**src/design/spi_frame_pkg.sv**
```systemverilog
//**************************************************************************
// spi_frame_pkg
// format of the 40 bit spi frame seen by the register bank
// command byte, padding byte and 24 data bits, msb first on the wire
//**************************************************************************

package spi_frame_pkg;

  localparam int FRAME_BITS = 40;               // whole frame while ss_n is low
  localparam int DATA_BITS  = 24;               // register payload
  localparam int ADDR_BITS  = 7;                // register address
  localparam int PAD_BITS   = FRAME_BITS - DATA_BITS - ADDR_BITS - 1;

  // command flag, first bit on the wire
  localparam logic CMD_WRITE = 1'b0;

  // fields in wire order, rd is the first bit shifted in
  typedef struct packed {
    logic                 rd;                   // 0 means write
    logic [ADDR_BITS-1:0] addr;
    logic [PAD_BITS-1:0]  pad;                  // gives the bank time for the lookup
    logic [DATA_BITS-1:0] data;
  } frame_fields_t;

  // shifter view and decoded view of the same received word
  typedef union packed {
    logic [FRAME_BITS-1:0] raw;
    frame_fields_t         fields;
  } frame_u;

  // write request that travels with wr_stb
  typedef struct packed {
    logic [ADDR_BITS-1:0] addr;
    logic [DATA_BITS-1:0] data;
  } wr_req_t;

endpackage

```
**src/design/reg_map_pkg.sv**
```systemverilog
//**************************************************************************
// reg_map_pkg
// register map of the instrument board control bank
// addresses, reset values, unmapped read pattern and the bank struct
//**************************************************************************

package reg_map_pkg;

  // register addresses, 7 bit space
  localparam logic [spi_frame_pkg::ADDR_BITS-1:0] ADDR_LED     = 7'd7;
  localparam logic [spi_frame_pkg::ADDR_BITS-1:0] ADDR_SPI_MUX = 7'd8;
  localparam logic [spi_frame_pkg::ADDR_BITS-1:0] ADDR_4094    = 7'd9;
  localparam logic [spi_frame_pkg::ADDR_BITS-1:0] ADDR_MODE    = 7'd12;
  localparam logic [spi_frame_pkg::ADDR_BITS-1:0] ADDR_DIRECT  = 7'd14;

  // alternating pattern on the leds after power up
  localparam logic [spi_frame_pkg::DATA_BITS-1:0] RST_LED    = 24'hAAAAAA;

  // bit 13 set so the relay starts in its working position
  localparam logic [spi_frame_pkg::DATA_BITS-1:0] RST_DIRECT = 24'h002000;

  // returned for any address outside the map
  localparam logic [spi_frame_pkg::DATA_BITS-1:0] READ_DEFAULT = 24'h0F0F0F;

  // all five control registers as one bundle
  typedef struct packed {
    logic [spi_frame_pkg::DATA_BITS-1:0] led;       // front panel leds
    logic [spi_frame_pkg::DATA_BITS-1:0] spi_mux;   // spi device select
    logic [spi_frame_pkg::DATA_BITS-1:0] sr4094;    // image of the 4094 chain
    logic [spi_frame_pkg::DATA_BITS-1:0] mode;
    logic [spi_frame_pkg::DATA_BITS-1:0] direct;    // direct board controls
  } regs_t;

endpackage

```
**src/design/reg_bank.sv**
```systemverilog
//**************************************************************************
// reg_bank
// the five 24 bit control registers of the board
// takes writes from the spi receiver, answers read lookups and
// starts a 4094 chain update whenever that register is written
//**************************************************************************

module reg_bank (
  input  logic                                  cs,
  input  logic                                  arst_n,
  input  logic                                  wr_stb,
  input  spi_frame_pkg::wr_req_t                wr_req,
  input  logic [spi_frame_pkg::ADDR_BITS-1:0]   rd_addr,
  output logic [spi_frame_pkg::DATA_BITS-1:0]   rd_data,
  output reg_map_pkg::regs_t                    regs,
  output logic                                  sr_load
);

  reg_map_pkg::regs_t reg_q;

  assign regs = reg_q;

  // write decode, registers change the cycle after wr_stb
  always_ff @(posedge cs or negedge arst_n)
  begin
    if (!arst_n)
    begin
      reg_q.led     <= reg_map_pkg::RST_LED;
      reg_q.spi_mux <= '0;                       // no device selected
      reg_q.sr4094  <= '0;
      reg_q.mode    <= '0;
      reg_q.direct  <= reg_map_pkg::RST_DIRECT;
      sr_load       <= 1'b0;
    end
    else
    begin
      sr_load <= 1'b0;
      if (wr_stb)
      begin
        case (wr_req.addr)
          reg_map_pkg::ADDR_LED:     reg_q.led     <= wr_req.data;
          reg_map_pkg::ADDR_SPI_MUX: reg_q.spi_mux <= wr_req.data;
          reg_map_pkg::ADDR_4094:
          begin
            reg_q.sr4094 <= wr_req.data;
            sr_load      <= 1'b1;                // driver sees the new value
          end
          reg_map_pkg::ADDR_MODE:    reg_q.mode    <= wr_req.data;
          reg_map_pkg::ADDR_DIRECT:  reg_q.direct  <= wr_req.data;
          default:;                              // unmapped, ignored
        endcase
      end
    end
  end

  // read lookup, same cycle as rd_addr
  always_comb
  begin
    case (rd_addr)
      reg_map_pkg::ADDR_LED:     rd_data = reg_q.led;
      reg_map_pkg::ADDR_SPI_MUX: rd_data = reg_q.spi_mux;
      reg_map_pkg::ADDR_4094:    rd_data = reg_q.sr4094;
      reg_map_pkg::ADDR_MODE:    rd_data = reg_q.mode;
      reg_map_pkg::ADDR_DIRECT:  rd_data = reg_q.direct;
      default:                   rd_data = reg_map_pkg::READ_DEFAULT;
    endcase
  end

endmodule

```
**src/design/spi_frame_rx.sv**
```systemverilog
//**************************************************************************
// spi_frame_rx
// spi mode 0 slave running on the system clock
// samples sclk, ss_n and mosi through synchronizers, shifts the frame in,
// asks the bank for read data after the command byte and shifts it out,
// and issues a write strobe when a full write frame has ended
//**************************************************************************

module spi_frame_rx #(
  parameter int unsigned SYNC_STAGES = 2
) (
  input  logic                                  cs,
  input  logic                                  arst_n,
  input  logic                                  sclk,
  input  logic                                  ss_n,
  input  logic                                  mosi,
  input  logic [spi_frame_pkg::DATA_BITS-1:0]   rd_data,
  output logic                                  miso,
  output logic                                  rd_req,
  output logic [spi_frame_pkg::ADDR_BITS-1:0]   rd_addr,
  output logic                                  wr_stb,
  output spi_frame_pkg::wr_req_t                wr_req
);

  localparam int CNT_W    = $clog2(spi_frame_pkg::FRAME_BITS + 1);
  localparam int TX_START = spi_frame_pkg::FRAME_BITS - spi_frame_pkg::DATA_BITS;

  // the three pins sampled together
  typedef struct packed {
    logic sclk;
    logic ss_n;
    logic mosi;
  } pin_t;

  localparam pin_t PIN_IDLE = '{sclk: 1'b0, ss_n: 1'b1, mosi: 1'b0};

  pin_t [SYNC_STAGES-1:0]  pin_sync;             // index 0 is the first stage
  pin_t                    pin_s;                // synchronized pins
  pin_t                    pin_d;                // one cycle older, for edges
  logic                    sclk_rise;
  logic                    sclk_fall;
  logic                    ss_rise;              // end of frame
  logic                    in_frame;
  logic [CNT_W-1:0]        bit_cnt;              // bits received, saturates
  spi_frame_pkg::frame_u   rx_frame;
  logic [spi_frame_pkg::DATA_BITS-1:0] tx_sh;    // read data, msb on miso
  logic                    tx_en;                // data phase of a frame

  assign pin_s     = pin_sync[SYNC_STAGES-1];
  assign sclk_rise = pin_s.sclk & ~pin_d.sclk;
  assign sclk_fall = ~pin_s.sclk & pin_d.sclk;
  assign ss_rise   = pin_s.ss_n & ~pin_d.ss_n;
  assign in_frame  = ~pin_s.ss_n;

  // after 8 bits the low bits of the shifter hold the address
  assign rd_addr = rx_frame.raw[spi_frame_pkg::ADDR_BITS-1:0];
  assign miso    = tx_en & tx_sh[spi_frame_pkg::DATA_BITS-1];

  always_ff @(posedge cs or negedge arst_n)
  begin
    if (!arst_n)
    begin
      pin_sync <= {SYNC_STAGES{PIN_IDLE}};
      pin_d    <= PIN_IDLE;
    end
    else
    begin
      pin_sync <= {pin_sync[SYNC_STAGES-2:0], sclk, ss_n, mosi};
      pin_d    <= pin_s;
    end
  end

  // bit count and control strobes
  always_ff @(posedge cs or negedge arst_n)
  begin
    if (!arst_n)
    begin
      bit_cnt <= '0;
      rd_req  <= 1'b0;
      wr_stb  <= 1'b0;
      tx_en   <= 1'b0;
    end
    else
    begin
      // lookup once the 8th bit is in
      rd_req <= in_frame && sclk_rise && (bit_cnt == CNT_W'(spi_frame_pkg::ADDR_BITS));
      // only an exact length write frame reaches the bank
      wr_stb <= ss_rise && (bit_cnt == CNT_W'(spi_frame_pkg::FRAME_BITS))
                && (rx_frame.fields.rd == spi_frame_pkg::CMD_WRITE);
      if (!in_frame)
      begin
        bit_cnt <= '0;
        tx_en   <= 1'b0;
      end
      else
      begin
        if (sclk_rise && (bit_cnt != '1))
          bit_cnt <= bit_cnt + 1'b1;
        if (sclk_fall && (bit_cnt == CNT_W'(TX_START)))
          tx_en <= 1'b1;                         // bit 23 out for frame bit 16
      end
    end
  end

  // frame shifter, empty between frames
  always_ff @(posedge cs)
  begin
    if (!in_frame)
      rx_frame.raw <= '0;
    else if (sclk_rise)
      rx_frame.raw <= {rx_frame.raw[spi_frame_pkg::FRAME_BITS-2:0], pin_s.mosi};
  end

  // read data shifter, advances on falling sclk once data phase is running
  always_ff @(posedge cs)
  begin
    if (rd_req)
      tx_sh <= rd_data;
    else if (sclk_fall && (bit_cnt > CNT_W'(TX_START)))
      tx_sh <= tx_sh << 1;
  end

  always_ff @(posedge cs)
  begin
    if (ss_rise)
    begin
      wr_req.addr <= rx_frame.fields.addr;
      wr_req.data <= rx_frame.fields.data;
    end
  end

endmodule

```
**src/design/spi_reg_ctrl.sv**
```systemverilog
//**************************************************************************
// spi_reg_ctrl
// spi controlled register bank of the instrument board
// receiver, register bank and 4094 chain driver
//**************************************************************************

module spi_reg_ctrl #(
  parameter int unsigned SYNC_STAGES    = 2,     // pin synchronizer depth
  parameter int unsigned SR_HALF_PERIOD = 2      // 4094 clock half period in cs cycles
) (
  input  logic               cs,
  input  logic               arst_n,
  input  logic               sclk,
  input  logic               ss_n,
  input  logic               mosi,
  output logic               miso,
  output reg_map_pkg::regs_t regs,
  output logic               sr_data,
  output logic               sr_clk,
  output logic               sr_strobe,
  output logic               sr_oe_n,
  output logic               sr4094_busy
);

  logic [spi_frame_pkg::ADDR_BITS-1:0]  rd_addr;
  logic [spi_frame_pkg::DATA_BITS-1:0]  rd_data;
  logic                                 wr_stb;
  spi_frame_pkg::wr_req_t               wr_req;
  logic                                 sr_load;  // 4094 register written

  spi_frame_rx #(
    .SYNC_STAGES (SYNC_STAGES)
  ) i_spi_frame_rx (
    .cs      (cs),
    .arst_n  (arst_n),
    .sclk    (sclk),
    .ss_n    (ss_n),
    .mosi    (mosi),
    .rd_data (rd_data),
    .miso    (miso),
    .rd_req  (),
    .rd_addr (rd_addr),
    .wr_stb  (wr_stb),
    .wr_req  (wr_req)
  );

  reg_bank i_reg_bank (
    .cs      (cs),
    .arst_n  (arst_n),
    .wr_stb  (wr_stb),
    .wr_req  (wr_req),
    .rd_addr (rd_addr),
    .rd_data (rd_data),
    .regs    (regs),
    .sr_load (sr_load)
  );

  sr4094_driver #(
    .SR_HALF_PERIOD (SR_HALF_PERIOD)
  ) i_sr4094_driver (
    .cs        (cs),
    .arst_n    (arst_n),
    .sr_load   (sr_load),
    .value     (regs.sr4094),                    // current value for replays
    .sr_data   (sr_data),
    .sr_clk    (sr_clk),
    .sr_strobe (sr_strobe),
    .sr_oe_n   (sr_oe_n),
    .busy      (sr4094_busy)
  );

endmodule

```
**src/design/sr4094_driver.sv**
```systemverilog
//**************************************************************************
// sr4094_driver
// clocks a 24 bit value msb first into a chain of 4094 shift registers,
// then strobes it into the output latches
// a load during a pass is remembered and replayed with the latest value
//**************************************************************************

module sr4094_driver #(
  parameter int unsigned SR_HALF_PERIOD = 2
) (
  input  logic                                  cs,
  input  logic                                  arst_n,
  input  logic                                  sr_load,
  input  logic [spi_frame_pkg::DATA_BITS-1:0]   value,
  output logic                                  sr_data,
  output logic                                  sr_clk,
  output logic                                  sr_strobe,
  output logic                                  sr_oe_n,
  output logic                                  busy
);

  localparam int DIV_W = $clog2(SR_HALF_PERIOD + 1);
  localparam int BIT_W = $clog2(spi_frame_pkg::DATA_BITS);
  localparam logic [DIV_W-1:0] DIV_LAST = DIV_W'(SR_HALF_PERIOD - 1);
  localparam logic [BIT_W-1:0] BIT_LAST = BIT_W'(spi_frame_pkg::DATA_BITS - 1);

  typedef enum logic [1:0] {ST_IDLE, ST_SHIFT, ST_STROBE} state_t;

  state_t             state;
  logic [DIV_W-1:0]   div_cnt;                   // half period divider
  logic [BIT_W-1:0]   bit_cnt;
  logic               pending;                   // load seen during a pass
  logic               half_done;
  logic [spi_frame_pkg::DATA_BITS-1:0] sh;       // captured value, msb next

  assign half_done = (div_cnt == DIV_LAST);
  assign busy      = (state != ST_IDLE);

  always_ff @(posedge cs or negedge arst_n)
  begin
    if (!arst_n)
    begin
      state     <= ST_IDLE;
      div_cnt   <= '0;
      bit_cnt   <= '0;
      pending   <= 1'b0;
      sr_clk    <= 1'b0;
      sr_data   <= 1'b0;
      sr_strobe <= 1'b0;
      sr_oe_n   <= 1'b1;                         // outputs off until first latch
    end
    else
    begin
      div_cnt <= half_done ? '0 : div_cnt + 1'b1;
      case (state)
        ST_IDLE:
        begin
          div_cnt <= '0;
          if (sr_load || pending)
          begin
            state   <= ST_SHIFT;
            pending <= 1'b0;
            bit_cnt <= '0;
            sr_data <= value[spi_frame_pkg::DATA_BITS-1];
          end
        end
        ST_SHIFT:
        begin
          if (sr_load)
            pending <= 1'b1;
          if (half_done)
          begin
            sr_clk <= ~sr_clk;
            if (sr_clk && (bit_cnt == BIT_LAST))
            begin
              state     <= ST_STROBE;
              sr_data   <= 1'b0;
              sr_strobe <= 1'b1;
            end
            else if (sr_clk)
            begin
              bit_cnt <= bit_cnt + 1'b1;
              sr_data <= sh[spi_frame_pkg::DATA_BITS-2];
            end
          end
        end
        default:                                 // strobe phase
        begin
          if (sr_load)
            pending <= 1'b1;
          if (half_done)
          begin
            state     <= ST_IDLE;
            sr_strobe <= 1'b0;
            sr_oe_n   <= 1'b0;                   // chain now holds valid data
          end
        end
      endcase
    end
  end

  // capture at the start of a pass, shift after each high phase
  always_ff @(posedge cs)
  begin
    if ((state == ST_IDLE) && (sr_load || pending))
      sh <= value;
    else if ((state == ST_SHIFT) && half_done && sr_clk)
      sh <= sh << 1;
  end

endmodule

```
**config.mk**
```make
export PLATFORM = sky130hd
export DESIGN_NAME = spi_reg_ctrl
export DESIGN_NICKNAME = d
export VERILOG_FILES = /design/src/design/spi_frame_pkg.sv /design/src/design/reg_map_pkg.sv /design/src/design/reg_bank.sv /design/src/design/spi_frame_rx.sv /design/src/design/spi_reg_ctrl.sv /design/src/design/sr4094_driver.sv
export SDC_FILE = /design/constraint.sdc
export NUM_CORES = 1
export LEC_CHECK = 0
export ABC_AREA = 1
export CAP_MARGIN = 20
export CORE_MARGIN = 2
export CORE_UTILIZATION = 60
export CTS_BUF_LIST = sky130_fd_sc_hd__clkbuf_16
export DETAILED_ROUTE_END_ITERATION = 10
export DONT_BUFFER_PORTS = 1
export GPL_ROUTABILITY_DRIVEN = 1
export GPL_TIMING_DRIVEN = 0
export PLACE_DENSITY = 0.87
export SKIP_LAST_GASP = 1
export SYNTH_ARGS = -nofsm -noshare
export SYNTH_HDL_FRONTEND = slang
export SYNTH_SLANG_ARGS = --single-unit
```
**constraint.sdc**
```tcl
create_clock -name cs -period 3.2 [get_ports cs]
set_clock_uncertainty 0.15 [all_clocks]
set_input_delay 0.16 -clock cs [delete_from_list [all_inputs] [get_ports cs]]
set_output_delay 0.16 -clock cs [all_outputs]
set_load 0.01 [all_outputs]
```
# Word level (Yosys, flattened, before mapping)

Cells that the tools add are included.

Output and inout bits: 126
Logic and storage cells: 139
Memories: 0
Bits in writable memories: 0
Register bits after elaboration: 270
Latch bits: 0
ROM bits: 0

$mul: 0
Bitwise gates (word level): 12
Equal/unequal tests: 23
Div/mod/pow operators: 0
Reductions and logical operators: 34
$lt $le $gt $ge: 1
Add/sub/neg operators: 3
Muxes and demuxes: 35
Shift operators: 0

Operators by type and width:

| cell                | count |
|---|---|
| $pmux 24 s5         | 1 |
| $eq 7x4->1 const B  | 8 |
| $mux 24             | 2 |
| $mux 23             | 2 |
| $mux 5              | 4 |
| $reduce_and 2->1    | 8 |
| $reduce_bool 2->1   | 8 |
| $eq 7x3->1 const B  | 2 |
| $mux 1              | 14 |
| $mux 2              | 6 |
| $mux 6              | 2 |
| $logic_and 1x1->1   | 11 |
| $pmux 5 s2          | 1 |
| $not 1->1           | 8 |
| $reduce_and 4->1    | 2 |
| $add 6x1->6 const B | 1 |
| $eq 6x3->1 const B  | 1 |
| $eq 6x5->1 const B  | 1 |
| $eq 6x6->1 const B  | 1 |
| $gt 6x5->1 const B  | 1 |
| $ne 2x1->1 const B  | 3 |
| $ne 6x6->1 const B  | 1 |
| $add 5x1->5 const B | 1 |
| $eq 5x5->1 const B  | 1 |
| other kinds (12)    | 18 |

# Logic depth before layout (Yosys ltp)

Depth in word-level cells: 5
Depth in mapped cells: 10
Depth with buffers taken out: 10

# Cells and area by module

Synthesis repeated with hierarchy kept, for this count alone.

Cells, all modules: 1334
Area, all modules: 11642.4 sq um

By module, submodules not included:

| module        | cells an instance | times used | area an instance (sq um) | sequential area each (sq um) |
|---|---|---|---|---|
| reg_bank      | 751               | 1          | 5796.8                   | 3044.2 |
| spi_frame_rx  | 400               | 1          | 4134.0                   | 2881.5 |
| sr4094_driver | 183               | 1          | 1711.6                   | 1042.2 |

# Worst setup path before layout

No wires, ideal clock.

Path kind: flip-flop to flip-flop
Start: register i_spi_frame_rx.pin_sync (netlist bit i_spi_frame_rx.pin_s[1])
End: register i_spi_frame_rx.wr_stb
Stages on the path, launching flop included: 6
Slack: 0.510 ns
Library setup time: 0.101 ns
Data arrival time: 2.439 ns
Period minus slack after synthesis: 2.690 ns
Cells stage by stage: dfstp_2 -> inv_1 -> clkbuf_1 -> nor2_1 -> inv_1 -> nor4_1

Longest elaborated chain between the ends: 3

RTL lines:

| element                    | line               | text |
|---|---|---|
| start: declaration         | spi_frame_rx.sv:37 | `pin_t [SYNC_STAGES-1:0] pin_sync;` |
| start signal: assignment   | spi_frame_rx.sv:63 | `pin_sync <= {SYNC_STAGES{PIN_IDLE}};` |
| start signal: assignment   | spi_frame_rx.sv:68 | `pin_sync <= {pin_sync[SYNC_STAGES-2:0], sclk, ss_n, mosi};` |
| $and 1x1->1                | spi_frame_rx.sv:52 | `assign ss_rise = pin_s.ss_n & ~pin_d.ss_n;` |
| via i_spi_frame_rx.ss_rise | spi_frame_rx.sv:42 | `logic ss_rise;` |
| $logic_and 1x1->1          | spi_frame_rx.sv:88 | `wr_stb <= ss_rise && (bit_cnt == CNT_W'(spi_frame_pkg::FRAME_BITS))` |
| $logic_and 1x1->1          | spi_frame_rx.sv:89 | `&& (rx_frame.fields.rd == spi_frame_pkg::CMD_WRITE);` |
| end signal: assignment     | spi_frame_rx.sv:88 |  |
| end: declaration           | spi_frame_rx.sv:21 | `output logic wr_stb,` |

The timed path passes the listed nets, and every way through them passes these cells.
A chain may end at the register's enable or synchronous reset.

# Worst setup path after layout

Start: register i_spi_frame_rx.rd_req
End: register i_spi_frame_rx.tx_sh[5] in the netlist's numbering, enable pin

Longest elaborated chain between the ends: 1

RTL lines:

| element                     | line                | text |
|---|---|---|
| start: declaration          | spi_frame_rx.sv:19  | `output logic rd_req,` |
| start signal: assignment    | spi_frame_rx.sv:86  | `rd_req <= in_frame && sclk_rise && (bit_cnt == CNT_W'(spi_frame_pkg::ADDR_BITS));` |
| $reduce_bool 2->1 (no line) | --                  |  |
| end signal: assignment      | spi_frame_rx.sv:118 | `tx_sh <= rd_data;` |
| end signal: assignment      | spi_frame_rx.sv:120 | `tx_sh <= tx_sh << 1;` |
| end: declaration            | spi_frame_rx.sv:46  | `logic [spi_frame_pkg::DATA_BITS-1:0] tx_sh;` |

Every way passes these cells.

==> results.cfg <==
[run_status]
status = finished with violations
violations = hold timing

[placed_design]
placed_cells = 1467
portBuffers = 0
place_area_sq_um = 11500
dp_hpwl_microns = 21400
gp_congestion = 0.914

[sta]
slew_headroom = 0.395
grt_setup_unrepaired = false
setup_viol = 0
worst_slew_pin_slew_ns = 0.905
finalHoldViolations = 152
tns_ns = 0
period_share = 0.868
holdWs_ns = -0.815
fmax_mhz = 360
min_period_ns = 2.78
drv_slew = 0

[drt]
ant_nets = 0
vias_per_cell = 6.05
route.detailed.drc = 0
drtIter0Drc = 1094
routedWlPerCell_microns = 20.6
dr_total_vias = 9189
finalWirelength_microns = 31300
firstDrtPassIters = 6

[die]
fp.dieW_microns = 141
start_util = 0.617
pin_count = 131
fp.coreArea_sq_um = 18100
design.die.area_sq_um = 19800
die_h_microns = 141
placementRows = 49

[setup_path]
r2r-end = i_spi_frame_rx.tx_sh[5]$_DFFE_PP_
startpoint = i_spi_frame_rx.rd_req$_DFF_PN0_
start_kind = register
reg2regPathDepth = 3
worst-r2r-setup-slack_ns = 0.42
worst_ep_required_time_ns = 3.20
crit_type = reg -> reg
cp_max_fo = 24
worstSetupEndpoint = i_spi_frame_rx.tx_sh[5]$_DFFE_PP_
r2r-start = i_spi_frame_rx.rd_req$_DFF_PN0_
endpoint_kind = register
arrival_ns = 2.78

[power_and_ir_drop]
power_leakage_nw = 5.52
power_density_nw_per_um2 = 556
max-vdd-ir-drop_uv = 420

[synth]
synth_fp_nets = 1246
syn-cell-area_sq_um = 11200
ys.warnings.count = 0
synth.distinct_cells = 34
async_flop_share = 0.563
synth_seq_cells = 270
synth.top_cell.area_share = 0.302
syn_area_per_cell_sq_um = 9.04
synth_cells = 1238
ys.flop_type = dfrtp_1
yosysSeqAreaShare = 0.622
synth_edf_count = 78
yosys-top-cells-area = dfrtp_1 30%, edfxtp_1 21%, nand2_1 8.9%
yosysTopAreaCell = dfrtp_1

[clock_network]
clock-sinks = 270
clk_pin_slew_ns = 0.06
cts_tree = done
cts_resized = 0
numCtsBuffers = 27
htreeDepth = 1
cts_hold_buf = 3
cts_buffer_depth = 3
root_buffer = clkbuf_16
cts_setup_buffers = 0
worstSkewPairLatency_ns = 0.53

[layout]
fin_nets = 1278
fin_area_sq_um = 12400
layout-drive-gt1-share = 0.0830
diodes = 0
area_delta_synth_final_pct = 10.4
fin_cells = 1518
fin_util = 0.681

[grt]
grt_antenna_before_repair = 0
grt.total_usage = 0.315
grt_overflow = 0
grt_pass1_wl_microns = 48500
grt_max_degree = 153
grt_pass1_vias = 9103

[hold_path]
holdCritPathClass = in -> async

[flow_run]
maxCapViolations = 0
==> per-layer routing <==
layer	global-route usage	up-vias	routed length, microns
met5	0	-	0
met4	0.168	0	1650
met3	0.0927	128	3980
met2	0.511	601	14700
met1	0.384	4388	10900
li1	-	4072	-
==> how the worst min path moves through the flow <==
stage,endpoint,slack (ns)
3_5_place_dp,i_spi_frame_rx.pin_sync[0]$_DFF_PN0_,-0.28
5_1_grt,i_spi_frame_rx.bit_cnt[1]$_DFFE_PN0P_,-0.83
4_1_cts,i_spi_frame_rx.bit_cnt[3]$_DFFE_PN0P_,-0.82
6_report,i_spi_frame_rx.pin_sync[0]$_DFF_PN0_,-0.81
3_3_place_gp,i_spi_frame_rx.pin_sync[0]$_DFF_PN0_,-0.28
2_1_floorplan,i_reg_bank.regs[0]$_DFFE_PN0P_,-0.29
==> power breakdown <==
part,total [mW],internal [mW],switching (mW)
Combinational,0.203,0.0500,0.153
Clock,3.03,1.76,1.27
Sequential,3.63,3.60,0.0380
Total,6.87,5.41,1.46
==> per-stage QoR <==
step	setup slack, ns	power (mW)
after floorplan	0.510	3.82
after global placement	-0.208	3.88
after detailed placement	0.613	3.89
after global routing	0.354	7.05
after CTS	0.557	6.86
final	0.422	6.87
==> logic make-up (layout without fill, tap and decap cells) <==
logic type / Yosys count / after routing / synth area share
flip-flops: 270 / 270 / 0.622
adder cells (fa/ha/maj): 3 / 3 / 0.00335
XOR/XNOR: 3 / 3 / 0.00235
AO/OA/AOI/OAI: 191 / 191 / 0.0864
AND/OR/NAND/NOR: 610 / 610 / 0.225
buffers and inverters: 161 / 212 / 0.0607
==> flip-flops by register name, summed over array words and instances, names as in the netlist, 2 cells and up <==
register / cells
i_reg_bank.regs: 120
i_spi_frame_rx.rx_frame: 40
i_spi_frame_rx.wr_req: 31
i_spi_frame_rx.tx_sh: 24
i_sr4094_driver.sh: 23
i_spi_frame_rx.bit_cnt: 6
i_sr4094_driver.bit_cnt: 5
i_spi_frame_rx.pin_s: 3
i_spi_frame_rx.pin_sync: 3
i_spi_frame_rx.pin_d: 2
i_sr4094_driver.div_cnt: 2
i_sr4094_driver.state: 2
==> synth_stat cells, types with 2 or more instances <==
master,count
dfrtp_1,135
dfxtp_1,40
nand2_2,2
edfxtp_1,78
clkinv_1,2
a21oi_1,53
buf_6,4
clkbuf_1,26
nor3_1,6
o21ai_1,2
nor2_4,5
buf_4,4
dfstp_2,17
nand2_4,2
nand2_1,264
buf_2,23
inv_2,7
buf_1,2
o21ai_0,133
nand4_1,7
nor2_1,221
nor2_2,2
inv_1,92
nand3_1,97
xor2_1,3
ha_1,3
==> worst max-delay path: stages (launching register included) <==
cell and delay [ns]:
dfrtp_1 0.39, clkbuf_1 0.45, buf_1 0.67, a31o_2 0.71
==> area by class of cell <==
| class | instances | area (sq um) |
|---|---|---|
| inverter | 102 | 384 |
| fill | 1300 | 5790 |
| timing repair buffer | 3 | 30.0 |
| buffer | 59 | 295 |
| clock inverter | 21 | 165 |
| sequential | 270 | 6970 |
| tap | 229 | 287 |
| multi-input combinational | 807 | 3560 |
| clock buffer | 27 | 676 |
==> layout by cell type (no fill, tap or decap), drive strengths merged <==
cell type and n:
nor3 7, buf 33, dfxtp 40, edfxtp 78
clkinvlp 1, o21ai 136, nand4 7, nand2 268
a31o 1, nor2 228, ha 3, xor2 3
clkinv 10, inv 109, a21oi 54, dfrtp 135
dlygate4sd3 3, nor3b 1, clkbuf 53, bufinv 3
nand3 98, dfstp 17, nor4 1
No activity file was read; power rests on OpenSTA's default activity.
